==> config.mk <==
export PLATFORM = sky130hd
export DESIGN_NAME = bus_splitter
export DESIGN_NICKNAME = d
export VERILOG_FILES = /design/src/logic/bus_pkg.sv /design/src/logic/bus_splitter.sv
export SDC_FILE = /design/constraint.sdc
export NUM_CORES = 1
export LEC_CHECK = 0
export BUFFER_PORTS_ARGS = -buffer_cell sky130_fd_sc_hd__buf_2
export CORE_AREA = 3 3 99 101
export DETAILED_ROUTE_END_ITERATION = 7
export DIE_AREA = 0 0 102 104
export PLACE_DENSITY = 0.57
export SYNTH_ARGS = -nofsm -noshare
export SYNTH_HDL_FRONTEND = slang
export SYNTH_SLANG_ARGS = --single-unit
export TNS_END_PERCENT = 30
==> constraint.sdc <==
create_clock -name vclk -period 0.8
set_input_delay 0.04 -clock vclk [all_inputs]
set_output_delay 0.04 -clock vclk [all_outputs]
set_load 0.1 [all_outputs]
==> src/logic/bus_pkg.sv <==
`default_nettype none

package bus_pkg;

   // native data bus dimensions
   localparam int ADDR_W = 16;
   localparam int DATA_W = 32;
   localparam int STRB_W = DATA_W / 8;

   // master to slave
   // nonzero wstrb marks a write
   typedef struct packed {
      logic              valid;
      logic [ADDR_W-1:0] addr;
      logic [DATA_W-1:0] wdata;
      logic [STRB_W-1:0] wstrb;
   } bus_req_t;

   // slave to master
   // ready is a single-cycle pulse with rdata alongside
   typedef struct packed {
      logic              ready;
      logic [DATA_W-1:0] rdata;
   } bus_resp_t;

endpackage

`default_nettype wire

==> src/logic/bus_splitter.sv <==
`timescale 1ns/1ps
`default_nettype none

module bus_splitter
   import bus_pkg::*;
#(
   parameter int SEL_BIT = 0
)
(
   input  logic      clk,
   input  logic      rst_n,
   input  bus_req_t  m_req,
   output bus_resp_t m_resp,
   output bus_req_t  s0_req,
   output bus_req_t  s1_req,
   input  bus_resp_t s0_resp,
   input  bus_resp_t s1_resp
);

   logic sel;

   // address is held until ready, so sel stays valid for the response
   assign sel = m_req.addr[SEL_BIT];

   always_comb begin
      s0_req       = m_req;
      s1_req       = m_req;
      // only the addressed slave sees valid
      s0_req.valid = m_req.valid & ~sel;
      s1_req.valid = m_req.valid & sel;
   end

   assign m_resp = sel ? s1_resp : s0_resp;

   // request and select held steady until the response
   assert property (@(posedge clk) disable iff (!rst_n)
      m_req.valid && !m_resp.ready |=> m_req.valid && $stable(m_req.addr));

   // a slave that was not addressed must stay quiet
   assert property (@(posedge clk) disable iff (!rst_n)
      !(sel ? s0_resp.ready : s1_resp.ready));

endmodule

`default_nettype wire

==> flow_results.org <==
** Status
- The run finished, with violations left.
- Violated checks :: negative setup slack

** Place
- Before CTS, the worst setup slack after placement is -187 ps.
- Placed Instance Area :: 1750 µm²
- Detailed placement ended at an HPWL of 2960 µm.
- Number of buffers added on ports :: 105
- Last weighted congestion value of the routability-driven placer :: 0.583

** Timing
- For the pin with the worst max-slew slack, the measured transition is 98.9 ps.
- Number of hold violations in the final report :: 0
- Final worst-path setup slack :: -54.9 ps
- Setup Viol. Count Final :: 32
- Final Max Slew Viols :: 0
- Post-route clock period utilization :: 1.07
- Setup repair after global routing could not meet its margin everywhere.
- Peak clock frequency supported by timing :: 1.17 GHz
- Shortest clock period the worst path allows after layout :: 855 ps
- Headroom to the max-slew limit :: 0.934

** Die
- The die covers 10600 µm².
- Standard-cell rows :: 35
- In this run the horizontal extent of the chip is 102 µm.
- Initial core utilization :: 0.147
- Die Ht :: 104 µm
- Io pins :: 260
- The core region is 9110 µm².

** Layout
- Registers take 0 µm².
- The design has 0 sequential cells.
- After layout, the clock buffer instance count stands at 0.
- For this run, the post-layout net count is 270.
- In the final layout, the share of cells above drive strength 1 is 1.00.
- At the end of the flow the core is filled with cells to 0.208.
- Number of antenna diodes :: 0
- Counting the fill cells in the layout gives 990.
- Summing all non-filler instances in the final layout gives an area of 1900 µm².
- The area growth from synthesis to layout is 41.9%.

** Synthesis
- Number of standard cells after synthesis :: 143
- Sequential fraction of the synthesis area :: 0
- After synthesis the cells add up to 1340 µm².
- In this run the mean area of a mapped cell was 9.34 µm².
- Yosys warning count :: 0
- Mapped Nets :: 264
- The number of different library cells used by synthesis comes to 8.

** Routing
- For this run, the detailed router's first-pass iteration total came to 2.
- Overall routed net length :: 3530 µm
- Number of violations reported at the end of detailed-routing iteration 0 :: 5
- In the final routed layout, each cell accounts on average for 13.7 µm.
- Via total after detailed routing :: 822
- Using the TritonRoute via totals, the vias-per-cell ratio works out to 3.19.
- Antenna Violating Nets Remaining :: 0
- Count of unresolved DRC violations after routing :: 0

** Pwr
- Summed over all cells, the static leakage comes to 0.000968 µW.
- Maximum vdd ir drop :: 0.000369 V
- Dividing total power by cell area gives a power density of 1200 nW/µm².

** Global route
- The first global-routing pass estimated 4640 µm of wire.
- Vias in the first global route :: 801
- Across every metal layer, demand over resource in global routing totals 0.0548.
- Entering global routing, the biggest net connects 8 pins.
- Remaining global-route overflow :: 0
- Number of antenna violations at the first check in global routing :: 0

** Critical path
- For the worst setup path, the data required time is 760 ps.
- Crit path kind :: input pin to output pin
- For the worst setup path, the data arrival time is 810 ps.
- The largest single stage delay on the critical path is 310 ps.
- CP Cell Sequence :: buf_16 > buf_12 > mux2_4 > buf_12
- Among the stages of the critical path, the cell type that occurs most often is buf_12.
- The largest individual stage delay along the critical path comes from the cell mux2_4.
- The worst setup path is launched from an input pin.
- In this run the worst path has a maximum fanout of 7.
- Element type at the critical path end :: output pin

** Worst hold path
- The path class of the tightest hold or removal check is input pin to output pin.
- The worst hold path was traced through 0 stages.
- Beginning of the worst hold path :: m_req[33]
- The path with the worst hold slack has its endpoint at s0_req[33].

** Clocking
- Number of hold buffers added after cts :: 0

** Flow run
- Maximum capacitance violations :: 0
==> cell type report <==
| cell class | instances | area [µm²] | area share |
|---|---|---|---|
| multi-input combinational | 35 | 513 | 0.270 |
| timing repair buffer | 112 | 1240 | 0.656 |
| tap | 111 | 139 | 0.0732 |
==> cell usage in the layout (no fill, tap or decap), drive strengths merged <==
master	instances
nor2b	1
and2	1
buf	112
mux2	33
==> how the worst max path moves through the flow <==
stage	cells past startpoint	from	to
floorplan	3	m_req[36]	s0_req[52]
CTS	4	m_req[36]	m_resp[30]
global placement	4	m_req[36]	m_resp[32]
finish	4	m_req[36]	m_resp[31]
global route	4	m_req[36]	m_resp[31]
detailed placement	4	m_req[36]	m_resp[5]
==> worst max-delay path: cells and delay by family <==
kind,cells,cell delay [ps]
multiplexers,1,310
buffers and inverters,3,450
==> cells in the mapped netlist <==
| cell type | count | share of area |
|---|---|---|
| buf_4 | 104 | 0.58 |
| mux2_4 | 28 | 0.31 |
| mux2_2 | 5 | 0.042 |
| buf_12 | 2 | 0.030 |
| and2_1 | 1 | 0.0047 |
| buf_6 | 1 | 0.0084 |
| buf_8 | 1 | 0.011 |
| nor2b_1 | 1 | 0.0047 |
==> cell families (layout without fill, tap and decap cells) <==
kind of cell  count (synthesis)  after routing  share of synthesized area
buf+inv                     108            112                      0.634
simple gates                  2              2                    0.00937
mux                          33             33                      0.357
==> through the flow <==
| step | hold slack (ps) | total power (µW) | std cells | setup TNS [ps] |
|---|---|---|---|---|
| final | 80.1 | 2270 | 258 | -1440 |
| after global routing | 80.2 | 2330 | 258 | -1940 |
| after CTS | 81.1 | 2290 | 257 | -1640 |
| after detailed placement | 81.1 | 2190 | 254 | -5580 |
| after global placement | 81.1 | 2180 | 254 | -5340 |
| after floorplan | 284 | 3790 | 143 | -35.9 |
==> what timing repair did <==
action	4_1_cts	5_1_grt
buffers inserted	0	1
cloned	3	0
gates resized for setup	15	1
endpoints found under the setup margin	32	32
==> power breakdown <==
group | total, µW | internal, µW | switching [µW]
registers | 0 | 0 | 0
clock network | 0 | 0 | 0
logic | 2270 | 933 | 1340
total | 2270 | 933 | 1340
==> per-layer routing <==
metal	routed length, µm	share of wire	up-vias	global-route usage
li1	-	-	365	-
met5	0	0	-	0
met1	1080	0.30	353	0.0584
met3	487	0.14	37	0.0154
met4	201	0.057	0	0.0375
met2	1760	0.50	67	0.0915
No activity file was read; power rests on OpenSTA's default activity.
