**config.mk**
```make
export PLATFORM = sky130hd
export DESIGN_NAME = uart_core
export DESIGN_NICKNAME = d
export VERILOG_FILES = /design/src/logic/bus_pkg.sv /design/src/logic/soc_map_pkg.sv /design/src/logic/uart_core.sv
export SDC_FILE = /design/constraint.sdc
export NUM_CORES = 1
export LEC_CHECK = 0
export ABC_CLOCK_PERIOD_IN_PS = 1700
export BUFFER_PORTS_ARGS = -buffer_cell sky130_fd_sc_hd__buf_4
export CORE_UTILIZATION = 45
export CTS_CLUSTER_SIZE = 8
export DETAILED_ROUTE_END_ITERATION = 10
export PLACE_DENSITY = 0.76
export SLEW_MARGIN = 20
export SYNTH_ARGS = -nofsm -noshare
export SYNTH_HDL_FRONTEND = slang
export SYNTH_SLANG_ARGS = --single-unit
```
**constraint.sdc**
```tcl
create_clock -name clk -period 1.7 [get_ports clk]
set_input_delay 0.255 -clock clk [delete_from_list [all_inputs] [get_ports clk]]
set_output_delay 0.255 -clock clk [all_outputs]
set_load 0.02 [all_outputs]
```
**src/logic/bus_pkg.sv**
```systemverilog
`default_nettype none

package bus_pkg;

   // native data bus dimensions
   localparam int ADDR_W = 16;
   localparam int DATA_W = 32;
   localparam int STRB_W = DATA_W / 8;

   // master to slave
   // nonzero wstrb marks a write
   typedef struct packed {
      logic              valid;
      logic [ADDR_W-1:0] addr;
      logic [DATA_W-1:0] wdata;
      logic [STRB_W-1:0] wstrb;
   } bus_req_t;

   // slave to master
   // ready is a single-cycle pulse with rdata alongside
   typedef struct packed {
      logic              ready;
      logic [DATA_W-1:0] rdata;
   } bus_resp_t;

endpackage

`default_nettype wire

```
**src/logic/soc_map_pkg.sv**
```systemverilog
`default_nettype none

package soc_map_pkg;

   // address decode bits
   localparam int PERIPH_SEL_BIT = 15;
   localparam int RSTCTR_SEL_BIT = 4;

   // sram depth in words
   localparam int MEM_ADDR_W = 10;

   // uart bit timing in clock cycles
   localparam int UART_DIV   = 8;
   localparam int UART_DIV_W = $clog2(UART_DIV);

   // soft reset pulse
   localparam int SOFT_RST_CYCLES = 4;
   localparam int RST_CNT_W       = $clog2(SOFT_RST_CYCLES + 1);

   // uart register word offsets
   typedef enum logic [1:0] {
      TXDATA = 2'd0,
      STATUS = 2'd1,
      RXDATA = 2'd2
   } uart_reg_e;

   // shared by tx and rx engines
   typedef enum logic [1:0] {
      IDLE,
      START,
      DATA,
      STOP
   } uart_state_e;

   // reset controller register bits
   typedef enum logic [0:0] {
      BOOT     = 1'b0,
      SOFT_RST = 1'b1
   } rstctr_bit_e;

endpackage

`default_nettype wire

```
**src/logic/uart_core.sv**
```systemverilog
`timescale 1ns/1ps
`default_nettype none

module uart_core
   import bus_pkg::*, soc_map_pkg::*;
(
   input  logic      clk,
   input  logic      rst_n,
   input  bus_req_t  req,
   output bus_resp_t resp,
   output logic      txd,
   input  logic      rxd,
   output logic      rts,
   input  logic      cts
);

   uart_reg_e         reg_sel;
   logic              accept, write, wr_tx, rd_rx;
   logic              ready_q;
   logic [DATA_W-1:0] rdata_q;

   uart_state_e           tx_state;
   logic [UART_DIV_W-1:0] tx_div;
   logic [2:0]            tx_cnt;
   logic [7:0]            tx_shift;
   logic                  tx_pend, tx_busy, tx_bit_end, txd_q;

   uart_state_e           rx_state;
   logic [UART_DIV_W-1:0] rx_div;
   logic [2:0]            rx_cnt;
   logic [7:0]            rx_shift, rx_byte;
   logic                  rxd_s1, rxd_s2;
   logic                  rx_valid, rx_half, rx_bit_end, rx_done;

   assign reg_sel = uart_reg_e'(req.addr[3:2]);
   assign accept  = req.valid && !ready_q;
   assign write   = |req.wstrb;
   // writes while busy are dropped
   assign wr_tx   = accept && write && reg_sel == TXDATA && !tx_busy;
   assign rd_rx   = accept && !write && reg_sel == RXDATA;

   // register interface
   always_ff @(posedge clk or negedge rst_n) begin
      if (!rst_n) begin
         ready_q <= 1'b0;
      end else begin
         ready_q <= accept;
      end
   end

   always_ff @(posedge clk) begin
      if (accept) begin
         case (reg_sel)
            STATUS:  rdata_q <= {{(DATA_W-2){1'b0}}, rx_valid, tx_busy};
            RXDATA:  rdata_q <= {{(DATA_W-8){1'b0}}, rx_byte};
            default: rdata_q <= '0;
         endcase
      end
   end

   assign resp.ready = ready_q;
   assign resp.rdata = rdata_q;

   // transmitter
   assign tx_busy    = tx_pend || tx_state != IDLE;
   assign tx_bit_end = tx_div == UART_DIV_W'(UART_DIV - 1);

   always_ff @(posedge clk or negedge rst_n) begin
      if (!rst_n) begin
         tx_state <= IDLE;
         tx_div   <= '0;
         tx_cnt   <= '0;
         tx_pend  <= 1'b0;
         txd_q    <= 1'b1;
      end else begin
         if (wr_tx)
            tx_pend <= 1'b1;
         tx_div <= tx_bit_end ? '0 : tx_div + 1'b1;
         case (tx_state)
            IDLE: begin
               tx_div <= '0;
               // byte waits here while cts is low
               if (tx_pend && cts) begin
                  tx_pend  <= 1'b0;
                  tx_state <= START;
                  txd_q    <= 1'b0;
               end
            end
            START: if (tx_bit_end) begin
               tx_cnt   <= '0;
               tx_state <= DATA;
               txd_q    <= tx_shift[0];
            end
            DATA: if (tx_bit_end) begin
               if (tx_cnt == 3'd7) begin
                  tx_state <= STOP;
                  txd_q    <= 1'b1;
               end else begin
                  tx_cnt <= tx_cnt + 1'b1;
                  txd_q  <= tx_shift[1];
               end
            end
            STOP: if (tx_bit_end)
               tx_state <= IDLE;
         endcase
      end
   end

   // lsb first
   always_ff @(posedge clk) begin
      if (wr_tx)
         tx_shift <= req.wdata[7:0];
      else if (tx_state == DATA && tx_bit_end)
         tx_shift <= tx_shift >> 1;
   end

   assign txd = txd_q;

   // receiver
   assign rx_half    = rx_div == UART_DIV_W'(UART_DIV / 2 - 1);
   assign rx_bit_end = rx_div == UART_DIV_W'(UART_DIV - 1);
   // stop bit sampled high at its middle
   assign rx_done    = rx_state == STOP && rx_bit_end && rxd_s2;

   always_ff @(posedge clk or negedge rst_n) begin
      if (!rst_n) begin
         rxd_s1   <= 1'b1;
         rxd_s2   <= 1'b1;
         rx_state <= IDLE;
         rx_div   <= '0;
         rx_cnt   <= '0;
         rx_valid <= 1'b0;
      end else begin
         rxd_s1 <= rxd;
         rxd_s2 <= rxd_s1;
         rx_div <= rx_bit_end ? '0 : rx_div + 1'b1;
         case (rx_state)
            IDLE: begin
               rx_div <= '0;
               if (!rxd_s2)
                  rx_state <= START;
            end
            // realign to mid-bit, reject glitches
            START: if (rx_half) begin
               rx_div   <= '0;
               rx_cnt   <= '0;
               rx_state <= rxd_s2 ? IDLE : DATA;
            end
            DATA: if (rx_bit_end) begin
               if (rx_cnt == 3'd7)
                  rx_state <= STOP;
               else
                  rx_cnt <= rx_cnt + 1'b1;
            end
            STOP: if (rx_bit_end)
               rx_state <= IDLE;
         endcase
         // overrun simply replaces the held byte
         if (rx_done)
            rx_valid <= 1'b1;
         else if (rd_rx)
            rx_valid <= 1'b0;
      end
   end

   always_ff @(posedge clk) begin
      if (rx_state == DATA && rx_bit_end)
         rx_shift <= {rxd_s2, rx_shift[7:1]};
      if (rx_done)
         rx_byte <= rx_shift;
   end

   // peer may send only while nothing is held
   assign rts = !rx_valid;

   assert property (@(posedge clk) disable iff (!rst_n)
      tx_state == IDLE |-> txd);

endmodule

`default_nettype wire

```
==> impl_metrics.yaml <==
clock_network:
  cts_tree: "built"
  cts.sinks: 54
  clkTransAtPathRegs_ps: 100
  clock_tree.root_cell: "clkbuf_8"
  cts_buffer_depth: 2
  htreeDepth: 2
  clkLatencyLatePin_ps: 300
  cts_buffers: 5
floorplan:
  start_util_pct: 47.2
  rows: 27
  core-area_um2: 5570
  dieArea_um2: 6150
  ioPinCount: 92
  fp.dieH_um: 78.4
  fp.dieW_um: 78.4
synth:
  synth.most_common_cell: "edfxtp_1"
  synthTopCellsByArea: "edfxtp_1 (37%), dfrtp_1 (18%), ha_1 (9.0%)"
  synth_commonest_cells: "edfxtp_1 (32), buf_4 (26), dfrtp_1 (19), ha_1 (19), nand2_1 (14)"
  synth_cell_type_count: 41
  ys_ff_latch: 54
  synth_top_area_share_pct: 36.6
  synth-async-reset-ratio_pct: 40.7
  synth-edff-count: 32
  ys.flop_type: "edfxtp_1"
  ys_seq_area_share_pct: 57.6
  syn-cell-area_um2: 2630
  yosysTopAreaCell: "edfxtp_1"
  synth_area_per_cell_um2: 13.2
  syn_inst: 199
  ys_warn_count: 0
routing:
  ant_nets: 0
  drtPass1Iterations: 4
  via_count: 1543
  drc_errors: 0
  vias_per_cell: 4.82
  wirelength_um: 4230
  drt-initial-drc-count: 65
  wl_per_cell_um: 13.2
timing:
  layout_min_cycle_time_ps: 1660
  setup_viol: 0
  max_freq_mhz: 601
  rsz0062_at_grt: "yes"
  finalCritPeriodShare_pct: 97.8
  setup_tns_ps: 0
  slew_violations: 0
  skew_ps: 12.8
  hold_viol: 0
critical_path:
  required_ps: 1900
  crit_arrival_ps: 1860
  cp-start-kind: "flip-flop"
  path_class: "reg2reg"
  endpoint_kind: "flip-flop"
  crit_path_max_fanout: 2
global_routing:
  grt_pass1_wl_um: 6660
  grt_max_degree: 23
  grt_pass1_vias: 1477
  grt_use_total_pct: 14.1
  overflow: 0
  antenna_found_initial: 0
pwr:
  p_per_area_nw_per_um2: 1010
  p_leak_nw: 1.42
  worst_ir_drop_vdd_uv: 649
cells_and_area:
  instances_no_fill: 320
  diodes: 0
  area_delta_synth_final_pct: 20.4
  drive_gt1_share_pct: 33.1
  fin_nets: 323
  final_util_pct: 56.8
  finalInstanceArea_um2: 3160
hold_path:
  hp-class: "in2reg"
flow_run:
  maxCapViolCount: 0
outcome:
  status: "finished clean"
placement:
  port_buffers: 29
  gp_congestion: 0.727
  postPlaceCellArea_um2: 2920
  detailed_place_hpwl_um: 2920
  place_inst: 306
-- flip-flops by register name (all words and copies together) (netlist names), named ones only --
signal,count
rx_div,3
rxd_s2,1
tx_state,2
rx_cnt,3
rx_valid,1
rxd_s1,1
tx_pend,1
rx_state,1
tx_cnt,3
ready_q,1
rdata_q,8
rx_byte,8
tx_div,3
rx_shift,8
txd,1
tx_shift,8
-- worst max-delay path, cell delays in order (launching register included) --
cell and delay (ps):
dfrtp_1 380, inv_2 60, buf_4 130, ha_1 180
o21ba_2 220, a211oi_2 210, mux2_1 350
-- cells in the final DEF, fill, tap and decap left out, types with 2 or more instances in the layout --
cell and instances:
a31oi_1 3, conb_1 24, a22oi_1 2, and2b_1 2, nand3_1 2, nand2b_4 2
ha_2 2, a32o_1 2, clkbuf_8 6, dfstp_2 3, ha_1 16, nor3_1 2
inv_1 9, nor2_1 6, buf_4 45, mux2_4 7, nand2_1 13, a22o_1 6
inv_2 2, and2_1 7, edfxtp_1 32, nor2b_1 2, o21ai_0 5, mux2_1 2
dfrtp_1 19
-- per-stage QoR --
step	worst slack (ps)	power, W	hold slack (ps)
after floorplan	31.3	0.00217	-40.6
after global placement	-40.9	0.00227	169
after detailed placement	-83.8	0.00230	166
after CTS	5.66	0.00320	37.5
after global routing	-9.25	0.00336	32.7
final	36.9	0.00319	50.5
-- final cells by class --
type / instances / area [µm²]
sequential: 54 / 1520
clock inverter: 2 / 38.8
fill: 468 / 2410
multi-input combinational: 127 / 1000
tap: 72 / 90.1
inverter: 11 / 41.3
clock buffer: 6 / 82.6
timing repair buffer: 48 / 393
-- layer usage --
metal  vias to the layer above  wire length (µm)  track usage, %
li1                        746                 -               -
met1                       755              1840            17.0
met2                        35              2200            24.3
met3                         7               131            3.60
met4                         0                56            5.00
met5                         -                 0               0
-- power by group --
group / internal (W) / switching, W / total (W)
Clock: 0.000484 / 0.000410 / 0.000895
Sequential: 0.00152 / 0.000155 / 0.00168
Combinational: 0.000311 / 0.000312 / 0.000623
Total: 0.00232 / 0.000877 / 0.00319
-- repair_timing --
| action | CTS | global route |
|---|---|---|
| setup endpoints to repair | 15 | 21 |
| hold endpoints to repair | 19 | 0 |
| pin swaps | 0 | 2 |
| cloned | 0 | 1 |
| resized for setup | 2 | 10 |
| buffers inserted | 0 | 4 |
| hold buffers | 1 | 0 |
-- kinds of logic after synthesis --
| family | count (synthesis) | share of synthesized area (%) |
|---|---|---|
| mux | 10 | 5.24 |
| flops | 54 | 57.6 |
| simple gates | 45 | 9.23 |
| buf+inv | 41 | 9.95 |
| other cells | 1 | 0.143 |
| fa+ha+maj | 19 | 9.04 |
| compound gates | 29 | 8.76 |
-- worst paths after layout --
check	from	endpoint	slack [ps]	cells past startpoint
max in group asynchronous	rst_n	txd$_DFFE_PN1P_	1050	2
min in group asynchronous	rst_n	rx_valid$_DFFE_PN0P_	370	2
setup / recovery	tx_state[1]$_DFFE_PN0P_	tx_state[1]$_DFFE_PN0P_	40	6
hold / removal	rxd	rxd_s1$_DFF_PN1_	50	1
setup reg to reg	tx_state[1]$_DFFE_PN0P_	tx_state[1]$_DFFE_PN0P_	40	6
hold reg to reg	rxd_s1$_DFF_PN1_	rxd_s2$_DFF_PN1_	370	0
Power figures use the tool's default switching activity.
