<file path="src/logic/bus_pkg.sv">
`default_nettype none

package bus_pkg;

   // native data bus dimensions
   localparam int ADDR_W = 16;
   localparam int DATA_W = 32;
   localparam int STRB_W = DATA_W / 8;

   // master to slave
   // nonzero wstrb marks a write
   typedef struct packed {
      logic              valid;
      logic [ADDR_W-1:0] addr;
      logic [DATA_W-1:0] wdata;
      logic [STRB_W-1:0] wstrb;
   } bus_req_t;

   // slave to master
   // ready is a single-cycle pulse with rdata alongside
   typedef struct packed {
      logic              ready;
      logic [DATA_W-1:0] rdata;
   } bus_resp_t;

endpackage

`default_nettype wire

</file>
<file path="src/logic/soc_map_pkg.sv">
`default_nettype none

package soc_map_pkg;

   // address decode bits
   localparam int PERIPH_SEL_BIT = 15;
   localparam int RSTCTR_SEL_BIT = 4;

   // sram depth in words
   localparam int MEM_ADDR_W = 10;

   // uart bit timing in clock cycles
   localparam int UART_DIV   = 8;
   localparam int UART_DIV_W = $clog2(UART_DIV);

   // soft reset pulse
   localparam int SOFT_RST_CYCLES = 4;
   localparam int RST_CNT_W       = $clog2(SOFT_RST_CYCLES + 1);

   // uart register word offsets
   typedef enum logic [1:0] {
      TXDATA = 2'd0,
      STATUS = 2'd1,
      RXDATA = 2'd2
   } uart_reg_e;

   // shared by tx and rx engines
   typedef enum logic [1:0] {
      IDLE,
      START,
      DATA,
      STOP
   } uart_state_e;

   // reset controller register bits
   typedef enum logic [0:0] {
      BOOT     = 1'b0,
      SOFT_RST = 1'b1
   } rstctr_bit_e;

endpackage

`default_nettype wire

</file>
<file path="src/logic/rst_ctr.sv">
`timescale 1ns/1ps
`default_nettype none

module rst_ctr
   import bus_pkg::*, soc_map_pkg::*;
(
   input  logic      clk,
   input  logic      rst_n,
   input  bus_req_t  req,
   output bus_resp_t resp,
   output logic      soft_rst,
   output logic      boot
);

   logic                 accept, commit;
   logic                 ready_q, boot_q;
   logic [RST_CNT_W-1:0] cnt;
   logic [DATA_W-1:0]    rdata_q;

   assign accept = req.valid && !ready_q;
   // single register, writes take effect at the end of the ready cycle
   assign commit = req.valid && ready_q && |req.wstrb;

   always_ff @(posedge clk or negedge rst_n) begin
      if (!rst_n) begin
         ready_q <= 1'b0;
         boot_q  <= 1'b1;
         cnt     <= '0;
      end else begin
         ready_q <= accept;
         if (cnt != '0)
            cnt <= cnt - 1'b1;
         if (commit) begin
            // boot can only be cleared
            boot_q <= boot_q & req.wdata[BOOT];
            if (req.wdata[SOFT_RST] && cnt == '0)
               cnt <= RST_CNT_W'(SOFT_RST_CYCLES);
         end
      end
   end

   always_ff @(posedge clk) begin
      if (accept) begin
         rdata_q           <= '0;
         rdata_q[BOOT]     <= boot_q;
         rdata_q[SOFT_RST] <= soft_rst;
      end
   end

   assign soft_rst   = cnt != '0;
   assign boot       = boot_q;
   assign resp.ready = ready_q;
   assign resp.rdata = rdata_q;

   assert property (@(posedge clk) disable iff (!rst_n)
      $rose(soft_rst) |-> ##(SOFT_RST_CYCLES-1) soft_rst ##1 !soft_rst);

endmodule

`default_nettype wire

</file>
<file path="config.mk">
export PLATFORM = sky130hd
export DESIGN_NAME = rst_ctr
export DESIGN_NICKNAME = d
export VERILOG_FILES = /design/src/logic/bus_pkg.sv /design/src/logic/soc_map_pkg.sv /design/src/logic/rst_ctr.sv
export SDC_FILE = /design/constraint.sdc
export NUM_CORES = 1
export LEC_CHECK = 0
export BUFFER_PORTS_ARGS = -buffer_cell sky130_fd_sc_hd__buf_2
export CAP_MARGIN = 20
export CORE_MARGIN = 3
export CORE_UTILIZATION = 27
export DETAILED_ROUTE_END_ITERATION = 12
export GPL_TIMING_DRIVEN = 1
export PLACE_DENSITY = 0.79
export SLEW_MARGIN = 20
export SYNTH_ARGS = -nofsm -noshare
export SYNTH_HDL_FRONTEND = slang
export SYNTH_SLANG_ARGS = --single-unit
</file>
<file path="constraint.sdc">
create_clock -name clk -period 1.6 [get_ports clk]
set_input_delay 0.08 -clock clk [delete_from_list [all_inputs] [get_ports clk]]
set_output_delay 0.08 -clock clk [all_outputs]
set_load 0.01 [all_outputs]
</file>
==> run summary, run 1 <==
Crit Path Class: reg -> out
CP max FO: 6
hold_sp: req[4]
post-synthesis instance area: 551.8 um2
CORE AREA: 1821 um2
largest net degree at the start of global routing: 7
Seq/Total Area, Yosys: 0.3379
crit path DAT: 1.34 ns
Required @ worst endpoint: 1.52 ns
CTS Buffer Depth: 2
Fmax achieved: 0.7027 GHz
DRT iter0 DRCs: 2
first-pass GRT wire length: 945 um
vias in the first global route: 250
register-to-register setup slack: 0.37 ns
post-synthesis instance total: 58
clk sinks: 7
reg2reg end: cnt[2]
total gr overflow: 0
Slew Viols, Final: 0
clk_lat worst skew: 0.25 ns
I/O pins: 90
crit end category: output pin
total routed wirelength: 734 um
Hold Path End: boot
drt drc: 0
Hold Path Class: in -> reg
RSZ-0062 raised after global routing: no
Pre-Repair DR Iteration Count: 3
Unique masters post-synth: 18
htree depth: 1
average instance area after synthesis: 9.513 um2
pwr dens: 1207 nW/um2
Hold Path Stages: 2
area delta synth->final: 2.041%
CTS tree: done
Yosys reg bits: 7
number of port buffers: 13
period utilization: 0.8895
Global Route Usage Sum: 0.05192
final setup skew: 0.002959 ns
share of layout cells above drive strength 1: 0.2703
Post-DP HPWL: 642.4 um
antenna-violating nets left: 0
starting density of the core: 0.3031
CTS Buf Count: 3
Worst Setup Start Kind: register
std cell rows: 15
Synthesis Warnings: 0
chip height: 51.21 um
status: complete, no violations
GP Congestion: 0.6266
endpoints failing hold: 0
worst r2r src: cnt[0]
root buffer cell: clkbuf_4
Power Total: 0.0006794 W
Clock transition at path regs: 0.05 ns
fin crit period: 1.423 ns
WL per Instance: 7.414 um
die area: 2622 um2
routed via count: 326
Setup-failing EPs final: 0
peak supply drop: 0.3569 mV
max_cap viols: 0
Die Wd: 51.21 um
fin nets: 132
R2R depth: 4
antenna fix cells: 0
initial antenna violation count: 0
setup TNS: 0 ns
Leakage: 0.3039 nW
Via density: 3.293
## Yosys cell counts (all sizes together)
| master | count | area [um2] |
|---|---|---|
| dfrtp | 4 | 100.1 |
| nor2 | 1 | 3.750 |
| dfstp | 1 | 26.28 |
| inv | 3 | 11.26 |
| conb | 1 | 3.750 |
| or2 | 1 | 6.260 |
| or4 | 1 | 11.26 |
| nor2b | 3 | 18.77 |
| edfxtp | 2 | 60.06 |
| buf | 31 | 232.7 |
| ha | 2 | 25.02 |
| o22ai | 1 | 6.260 |
| o21a | 1 | 7.510 |
| and4 | 1 | 11.26 |
| nand3 | 1 | 5.000 |
| o21ai | 1 | 5.000 |
| nand2 | 2 | 7.510 |
| a221o | 1 | 10.01 |
## sequential cells by signal, indices dropped and copies added, names as in the netlist
register,flops
cnt,3
rdata_q,2
boot,1
ready_q,1
## through the flow
step	cell area (um2)	setup slack, ns	hold WS (ns)	cells	utilization
after detailed placement	524.3	0.2018	-0.09647	94	0.2880
after global placement	524.3	0.2215	-0.1028	94	0.2880
after CTS	560.5	0.05428	0.04688	99	0.3079
after floorplan	660.6	0.3433	-0.2156	87	-
final	563.0	0.1769	0.05408	99	0.3093
after global routing	563.0	0.05781	0.04340	99	0.3093
## cell type report
class	count	area, um2
multi-input cells	46	232.7
well taps	25	31.28
inverters	3	11.26
fillers	201	1257
repair buffers	14	75.07
flip-flops and latches	7	186.4
clock buffers	4	26.28
## layer usage
layer  track usage  up-vias  routed length [um]
li1              -      160                   -
met1       0.03730      139                 242
met2       0.09013       27                 362
met3       0.02041        0                 128
met4       0.06726        0                   0
met5             0        -                   0
## worst max-delay path by stage
stage,end,depth (start not counted),slack [ns],start
2_1_floorplan,rdata_q[1],4,0.34,cnt[0]
3_3_place_gp,cnt[2],4,0.22,req[1]
3_5_place_dp,cnt[2],4,0.20,req[1]
4_1_cts,soft_rst,5,0.05,cnt[0]
5_1_grt,soft_rst,5,0.06,cnt[0]
6_report,soft_rst,5,0.18,cnt[0]
## cell usage in the layout, fill, tap and decap left out, drive strengths merged
cell / count
nor2: 1
conb: 30
edfxtp: 2
dlygate4sd3: 1
or2: 1
dfstp: 1
nand2: 2
o22ai: 1
dfrtp: 4
o21a: 1
ha: 2
nor2b: 3
buf: 13
a221o: 1
o21ai: 1
inv: 3
and4: 1
nand3: 1
clkbuf: 4
or4: 1
## worst max-delay path: stages (launching register included)
cell and delay, ns:
dfrtp_1 0.38, inv_1 0.09, ha_1 0.17, nor2b_2 0.25, inv_1 0.07, buf_2 0.14
## repair_timing
action / 4_1_cts / 5_1_grt
endpoints found under the hold margin: 5 / 0
resized for setup: 0 / 1
endpoints found under the setup margin: 0 / 1
hold buffers: 1 / 0
setup buffers: 0 / 0
## logic make-up (layout without fill, tap and decap cells)
kind of cell / after synthesis / in the layout / synth area share
compound gates: 4 / 4 / 0.05216
fa+ha+maj: 2 / 2 / 0.04534
buf+inv: 34 / 21 / 0.4422
flops: 7 / 7 / 0.3379
other cells: 1 / 30 / 0.006796
simple gates: 10 / 10 / 0.1156
## report_power, final
part           switching [W]  total, W  internal, W
clock              0.0000633  0.000158    0.0000950
combinational       0.000145  0.000257     0.000112
sequential         0.0000264  0.000264     0.000238
(Power assumes the default switching activity.)
==> run 2, diff against run 1 <==
--- a/config.mk
+++ b/config.mk
@@ -5,13 +5,14 @@
 export SDC_FILE = /design/constraint.sdc
 export NUM_CORES = 1
 export LEC_CHECK = 0
+export ABC_AREA = 1
 export BUFFER_PORTS_ARGS = -buffer_cell sky130_fd_sc_hd__buf_2
 export CAP_MARGIN = 20
 export CORE_MARGIN = 3
-export CORE_UTILIZATION = 27
+export CORE_UTILIZATION = 28
 export DETAILED_ROUTE_END_ITERATION = 12
 export GPL_TIMING_DRIVEN = 1
-export PLACE_DENSITY = 0.79
+export PLACE_DENSITY = 0.8
 export SLEW_MARGIN = 20
 export SYNTH_ARGS = -nofsm -noshare
 export SYNTH_HDL_FRONTEND = slang
==> run summary, run 2 <==
status: complete, no violations
top cell type's share of synthesized area: 0.4035 (-0.01830)
Crit Path Class: reg -> out
Cells after DPL: 107 (+14%)
Die Wd: 51.39 um (+0.35%)
post-synthesis instance area: 576.8 um2 (+4.5%)
dominant cell type by area after synthesis: buf_4
delay-heaviest family, CP: flip-flops
post-CTS sizing: 0 (unchanged)
CTS tree: done
Setup-failing EPs final: 0 (unchanged)
Seq/Total Area, Yosys: 0.3232 (-0.01466)
starting density of the core: 0.3136 (+0.01051)
WL per Instance: 6.696 um (-9.7%)
crit path DAT: 1.15 ns (-0.19 ns)
Most flops, register: cnt
Worst Setup Start Kind: register
share of layout cells above drive strength 1: 0.2414 (-0.02889)
initial antenna violation count: 0 (unchanged)
number of port buffers: 13 (unchanged)
GP Congestion: 0.6034 (-3.7%)
total routed wirelength: 750 um (+2.2%)
antenna-violating nets left: 0 (unchanged)
Yosys reg bits: 7 (unchanged)
crit end category: output pin
CORE AREA: 1839 um2 (+1.0%)
Main synth FF type: dfrtp_1
biggest regs: cnt x3, rdata_q x2
most common cell in the synthesized netlist: buf_4
area delta synth->final: 1.735%
Via density: 3.223 (-2.1%)
endpoints failing hold: 0 (unchanged)
CTS Buffer Depth: 2 (unchanged)
std cell rows: 15 (unchanged)
max_cap viols: 0 (unchanged)
top cells by area, synth: buf_4 (40%), dfrtp_1 (17%), edfxtp_1 (10%)
fillers: 205 (+2.0%)
EDFF count, synth: 2 (unchanged)
I/O pins: 90 (unchanged)
RSZ-0062 raised after global routing: no
average instance area after synthesis: 8.124 um2 (-15%)
first-pass GRT wire length: 1035 um (+9.5%)
peak supply drop: 0.3478 mV (-2.5%)
Unique masters post-synth: 13 (-5)
Required @ worst endpoint: 1.52 ns (about the same)
max reg flops: 3 (unchanged)
die area: 2640 um2 (+0.70%)
fin cells: 112 (+13%)
root buffer cell: clkbuf_4
Synthesis Warnings: 0 (unchanged)
vias in the first global route: 262 (+4.8%)
CP peak stage delay: 0.36 ns (-0.02 ns)
DRT iter0 DRCs: 0 (-2)
most common cell after layout, fill and taps aside: conb_1
largest net degree at the start of global routing: 6 (-1)
top cells by count, synth: buf_4 (31), nor2_1 (9), inv_1 (8), nand2_1 (7), dfrtp_1 (4)
period utilization: 0.7707 (-0.1188)
Post-DP HPWL: 668.8 um (+4.1%)
total gr overflow: 0 (unchanged)
setup TNS: 0 ns (unchanged)
Hold Path Class: in -> reg
cells along the critical path: inv_1 > ha_1 > nand2_2 > buf_2
post-synthesis instance total: 71 (+22%)
Bufs and invs on worst path: 2 (-1)
clk_lat worst skew: 0.25 ns (about the same)
drt drc: 0 (unchanged)
Pre-Repair DR Iteration Count: 1 (-2)
setup ws final: 0.3669 ns (+0.1900 ns)
htree depth: 1 (unchanged)
Synth async-reset ratio: 0.7143 (unchanged)
chip height: 51.39 um (+0.35%)
Clock transition at path regs: 0.05 ns (about the same)
CP max FO: 5 (-1)
pwr dens: 1293 nW/um2 (+7.2%)
fin crit period: 1.233 ns (-0.1900 ns)
final setup skew: 0.004806 ns (+0.001847 ns)
routed via count: 361 (+11%)
Slew Viols, Final: 0 (unchanged)
most frequent cells in the layout: conb_1 (30), buf_2 (13), nor2_1 (9)
clk sinks: 7 (unchanged)
highest-delay cell along the critical path: dfrtp_1
fin nets: 145 (+9.8%)
Global Route Usage Sum: 0.05889 (+0.006971)
Setup WS pre-CTS: 0.3913 ns (+0.1896 ns)
antenna fix cells: 0 (unchanged)
Fmax achieved: 0.8109 GHz (+15%)
CTS Buf Count: 3 (unchanged)
Leakage: 0.3500 nW (+15%)
[run 2: layout make-up]
cell class,instances,area (um2),area share
inverters,9,33.78,0.05757
clock buffers,3,22.52,0.03838
multi-input cells,53,232.7,0.3966
well taps,25,31.28,0.05330
repair buffers,14,75.07,0.1279
clock inverters,1,5.005,0.008529
flip-flops and latches,7,186.4,0.3177
[run 2: per-layer routing]
layer  routed length (um)  up-vias  global-route usage
met2                  357       34             0.09534
met1                  222      147             0.04991
met4                   10        0             0.03930
met5                    0        -                   0
li1                     -      178                   -
met3                  159        2             0.04373
[run 2: logic make-up after synthesis]
family,synth area share
other cells,0.006501
buf+inv,0.4620
fa+ha+maj,0.04338
flops,0.3232
simple gates,0.1258
xor+xnor,0.03037
compound gates,0.008668
[run 2: what timing repair did]
item / in CTS / in global routing
setup buffers: 0 / 0
hold buffers: 1 / 0
hold endpoints to repair: 5 / 0
[run 2: stage by stage]
step	area [um2]	hold WS (ns)	power, W	util
finish	586.8	0.04782	0.0007589	0.3190
global route	586.8	0.06279	0.0008453	0.3190
CTS	586.8	0.04271	0.0007740	0.3190
detailed placement	549.3	-0.09725	0.0006074	0.2986
global placement	549.3	-0.1013	0.0005863	0.2986
floorplan	685.7	-0.2156	0.0005899	-
[run 2: where the power goes]
group,switching (W),internal (W),total (W)
combinational,0.000206,0.000128,0.000334
sequential,0.0000262,0.000241,0.000267
clock,0.0000666,0.0000913,0.000158
total,0.000299,0.000460,0.000759
[run 2: path summary, 6_finish.rpt]
| kind | cells after the start | slack (ns) | to | startpoint |
|---|---|---|---|---|
| max in group asynchronous | 2 | 1.21 | boot | rst_n |
| max | 4 | 0.37 | soft_rst | cnt[0] |
| min | 3 | 0.05 | boot | req[4] |
| min reg2reg | 2 | 0.45 | boot | boot |
| max reg2reg | 7 | 0.40 | cnt[0] | cnt[0] |
| min in group asynchronous | 2 | 0.17 | ready_q | rst_n |
[run 2: tightest hold or removal path: cells and delay by family]
kind	cells	cell delay (ns)
AND/OR/NAND/NOR	2	0.10
buffers and inverters	1	0.08
==> run 3, diff against run 2 <==
--- a/config.mk
+++ b/config.mk
@@ -9,10 +9,10 @@
 export BUFFER_PORTS_ARGS = -buffer_cell sky130_fd_sc_hd__buf_2
 export CAP_MARGIN = 20
 export CORE_MARGIN = 3
-export CORE_UTILIZATION = 28
+export CORE_UTILIZATION = 25
 export DETAILED_ROUTE_END_ITERATION = 12
 export GPL_TIMING_DRIVEN = 1
-export PLACE_DENSITY = 0.8
+export PLACE_DENSITY = 0.75
 export SLEW_MARGIN = 20
 export SYNTH_ARGS = -nofsm -noshare
 export SYNTH_HDL_FRONTEND = slang
==> constraint.sdc (replaced) <==
create_clock -name clk -period 1.1 [get_ports clk]
set_input_delay 0.055 -clock clk [delete_from_list [all_inputs] [get_ports clk]]
set_output_delay 0.055 -clock clk [all_outputs]
set_load 0.01 [all_outputs]
==> run summary, run 3 (synthesis gave the netlist of run 2 again) <==
status: complete, but fails checks
violated checks: setup timing
chip height: 54.04 um (+5.2%)
GP Congestion: 0.7894 (+31%)
crit path DAT: 1.05 ns (-0.10 ns)
Clk pwr share: 0.171 (-0.037)
clk sinks: 7 (unchanged)
DRT iter0 DRCs: 1 (+1)
Crit Path Class: reg -> out
CORE AREA: 2062 um2 (+12%)
Worst Setup Start Kind: register
CTS tree: done
Final Util: 0.3180 (-0.001087)
biggest regs: cnt x3, rdata_q x2
root buffer cell: clkbuf_4
fin nets: 147 (+1.4%)
Hold Path Class: in -> reg
Seq pwr share: 0.301 (-0.050)
total routed wirelength: 824 um (+9.9%)
initial antenna violation count: 0 (unchanged)
period utilization: 1.003
setup TNS: -0.003494 ns (-0.003494 ns)
Hold Path Stages: 3 (unchanged)
area delta synth->final: 13.67%
R2R depth: 6 (-1)
share of layout cells above drive strength 1: 0.3371 (+0.09570)
Required @ worst endpoint: 1.04 ns (-0.48 ns)
antenna fix cells: 0 (unchanged)
antenna-violating nets left: 0 (unchanged)
max reg flops: 3 (unchanged)
Fmax achieved: 0.9062 GHz
pwr dens: 2047 nW/um2 (+58%)
Clock transition at path regs: 0.05 ns (about the same)
Slew Viols, Final: 0 (unchanged)
Psw: 0.0005289 W (+77%)
number of port buffers: 13 (unchanged)
starting density of the core: 0.2797 (-0.03387)
Via density: 3.129 (-2.9%)
drt drc: 0 (unchanged)
most common cell after layout, fill and taps aside: conb_1
die area: 2920 um2 (+11%)
CP max FO: 5 (unchanged)
CTS Buf Count: 3 (unchanged)
Post-DP HPWL: 686.5 um (+2.6%)
Global Route Usage Sum: 0.04571 (-0.01318)
htree depth: 1 (unchanged)
fin cells: 116 (+3.6%)
most frequent cells in the layout: conb_1 (30), buf_2 (12), nor2_1 (7)
Most flops, register: cnt
largest net degree at the start of global routing: 6 (unchanged)
Die Wd: 54.04 um (+5.2%)
total gr overflow: 0 (unchanged)
Switching Share: 0.3941 (about the same)
I/O pins: 90 (unchanged)
WL per Instance: 7.103 um (+6.1%)
RSZ-0062 raised after global routing: yes
Setup-failing EPs final: 1 (+1)
Pint: 0.0008131 W (+77%)
max_cap viols: 0 (unchanged)
clk_lat worst skew: 0.25 ns (about the same)
peak supply drop: 0.5999 mV (+72%)
fillers: 223 (+8.8%)
crit end category: output pin
routed via count: 363 (+0.55%)
fin crit period: 1.103 ns
Logic pwr share: 0.528 (+0.088)
CTS Buffer Depth: 2 (unchanged)
Power Total: 0.001342 W (+77%)
std cell rows: 16 (+1)
Cells after DPL: 110 (+2.8%)
final setup skew: 0.006114 ns (+0.001308 ns)
setup ws final: -0.003494 ns (-0.3704 ns)
vias in the first global route: 251 (-4.2%)
Leakage: 0.3651 nW (+4.3%)
endpoints failing hold: 0 (unchanged)
first-pass GRT wire length: 897 um (-13%)
Pre-Repair DR Iteration Count: 2 (+1)
run 3: changes by cell type in the layout (fill, tap and decap cells not counted), sizes merged:
cell | previous run | this run
buf | 13 | 15
clkbuf | 3 | 4
clkinv | 1 | 0
run 3: routing by layer:
| metal | global-route usage | share of wire |
|---|---|---|
| met5 | 0 | 0 |
| met4 | 0.01245 | 0 |
| met3 | 0.04155 | 0.19 |
| met2 | 0.07661 | 0.46 |
| met1 | 0.03974 | 0.36 |
run 3: critical path: stages, from the launching register on:
cell     delay (ns)
dfrtp_1        0.37
inv_2          0.09
ha_4           0.16
nand2_4        0.07
buf_6          0.12
run 3: area by class of cell:
| type | count | area (um2) | area share |
|---|---|---|---|
| clock buffers | 4 | 26.28 | 0.04008 |
| repair buffers | 16 | 100.1 | 0.1527 |
| well taps | 27 | 33.78 | 0.05153 |
| multi-input cells | 53 | 275.3 | 0.4198 |
| inverters | 9 | 33.78 | 0.05153 |
| flip-flops and latches | 7 | 186.4 | 0.2844 |
run 3: repair_timing:
item,CTS,global route
setup buffers,1,0
endpoints found under the setup margin,3,4
pin swaps,2,2
hold endpoints to repair,5,0
hold buffers,1,0
resized for setup,7,6
run 3: power groups by stage:
stage          clock, W  sequential (W)  combinational, W
2_1_floorplan         0        0.000391          0.000472
3_3_place_gp          0        0.000391          0.000502
3_5_place_dp          0        0.000393          0.000519
4_1_cts        0.000239        0.000399          0.000649
5_1_grt        0.000253        0.000411          0.000802
6_report       0.000230        0.000404          0.000709
run 3: worst paths after layout:
path | start | to | slack (ns)
setup / recovery | cnt[0] | soft_rst | -0.003
hold / removal | req[4] | boot | 0.04
setup reg to reg | cnt[1] | cnt[2] | 0.04
hold reg to reg | boot | boot | 0.45
max in group asynchronous | rst_n | boot | 0.75
min in group asynchronous | rst_n | ready_q | 0.14
run 3: stage by stage:
| step | cell area [um2] | worst slack (ns) | hold slack (ns) |
|---|---|---|---|
| 6_report | 655.6 | -0.003494 | 0.03629 |
| 5_1_grt | 655.6 | -0.04429 | 0.05386 |
| 4_1_cts | 629.4 | -0.01276 | 0.03390 |
| 3_5_place_dp | 561.8 | -0.05677 | -0.1267 |
| 3_3_place_gp | 561.8 | -0.04310 | -0.1293 |
| 2_1_floorplan | 688.2 | 0.001405 | -0.2406 |
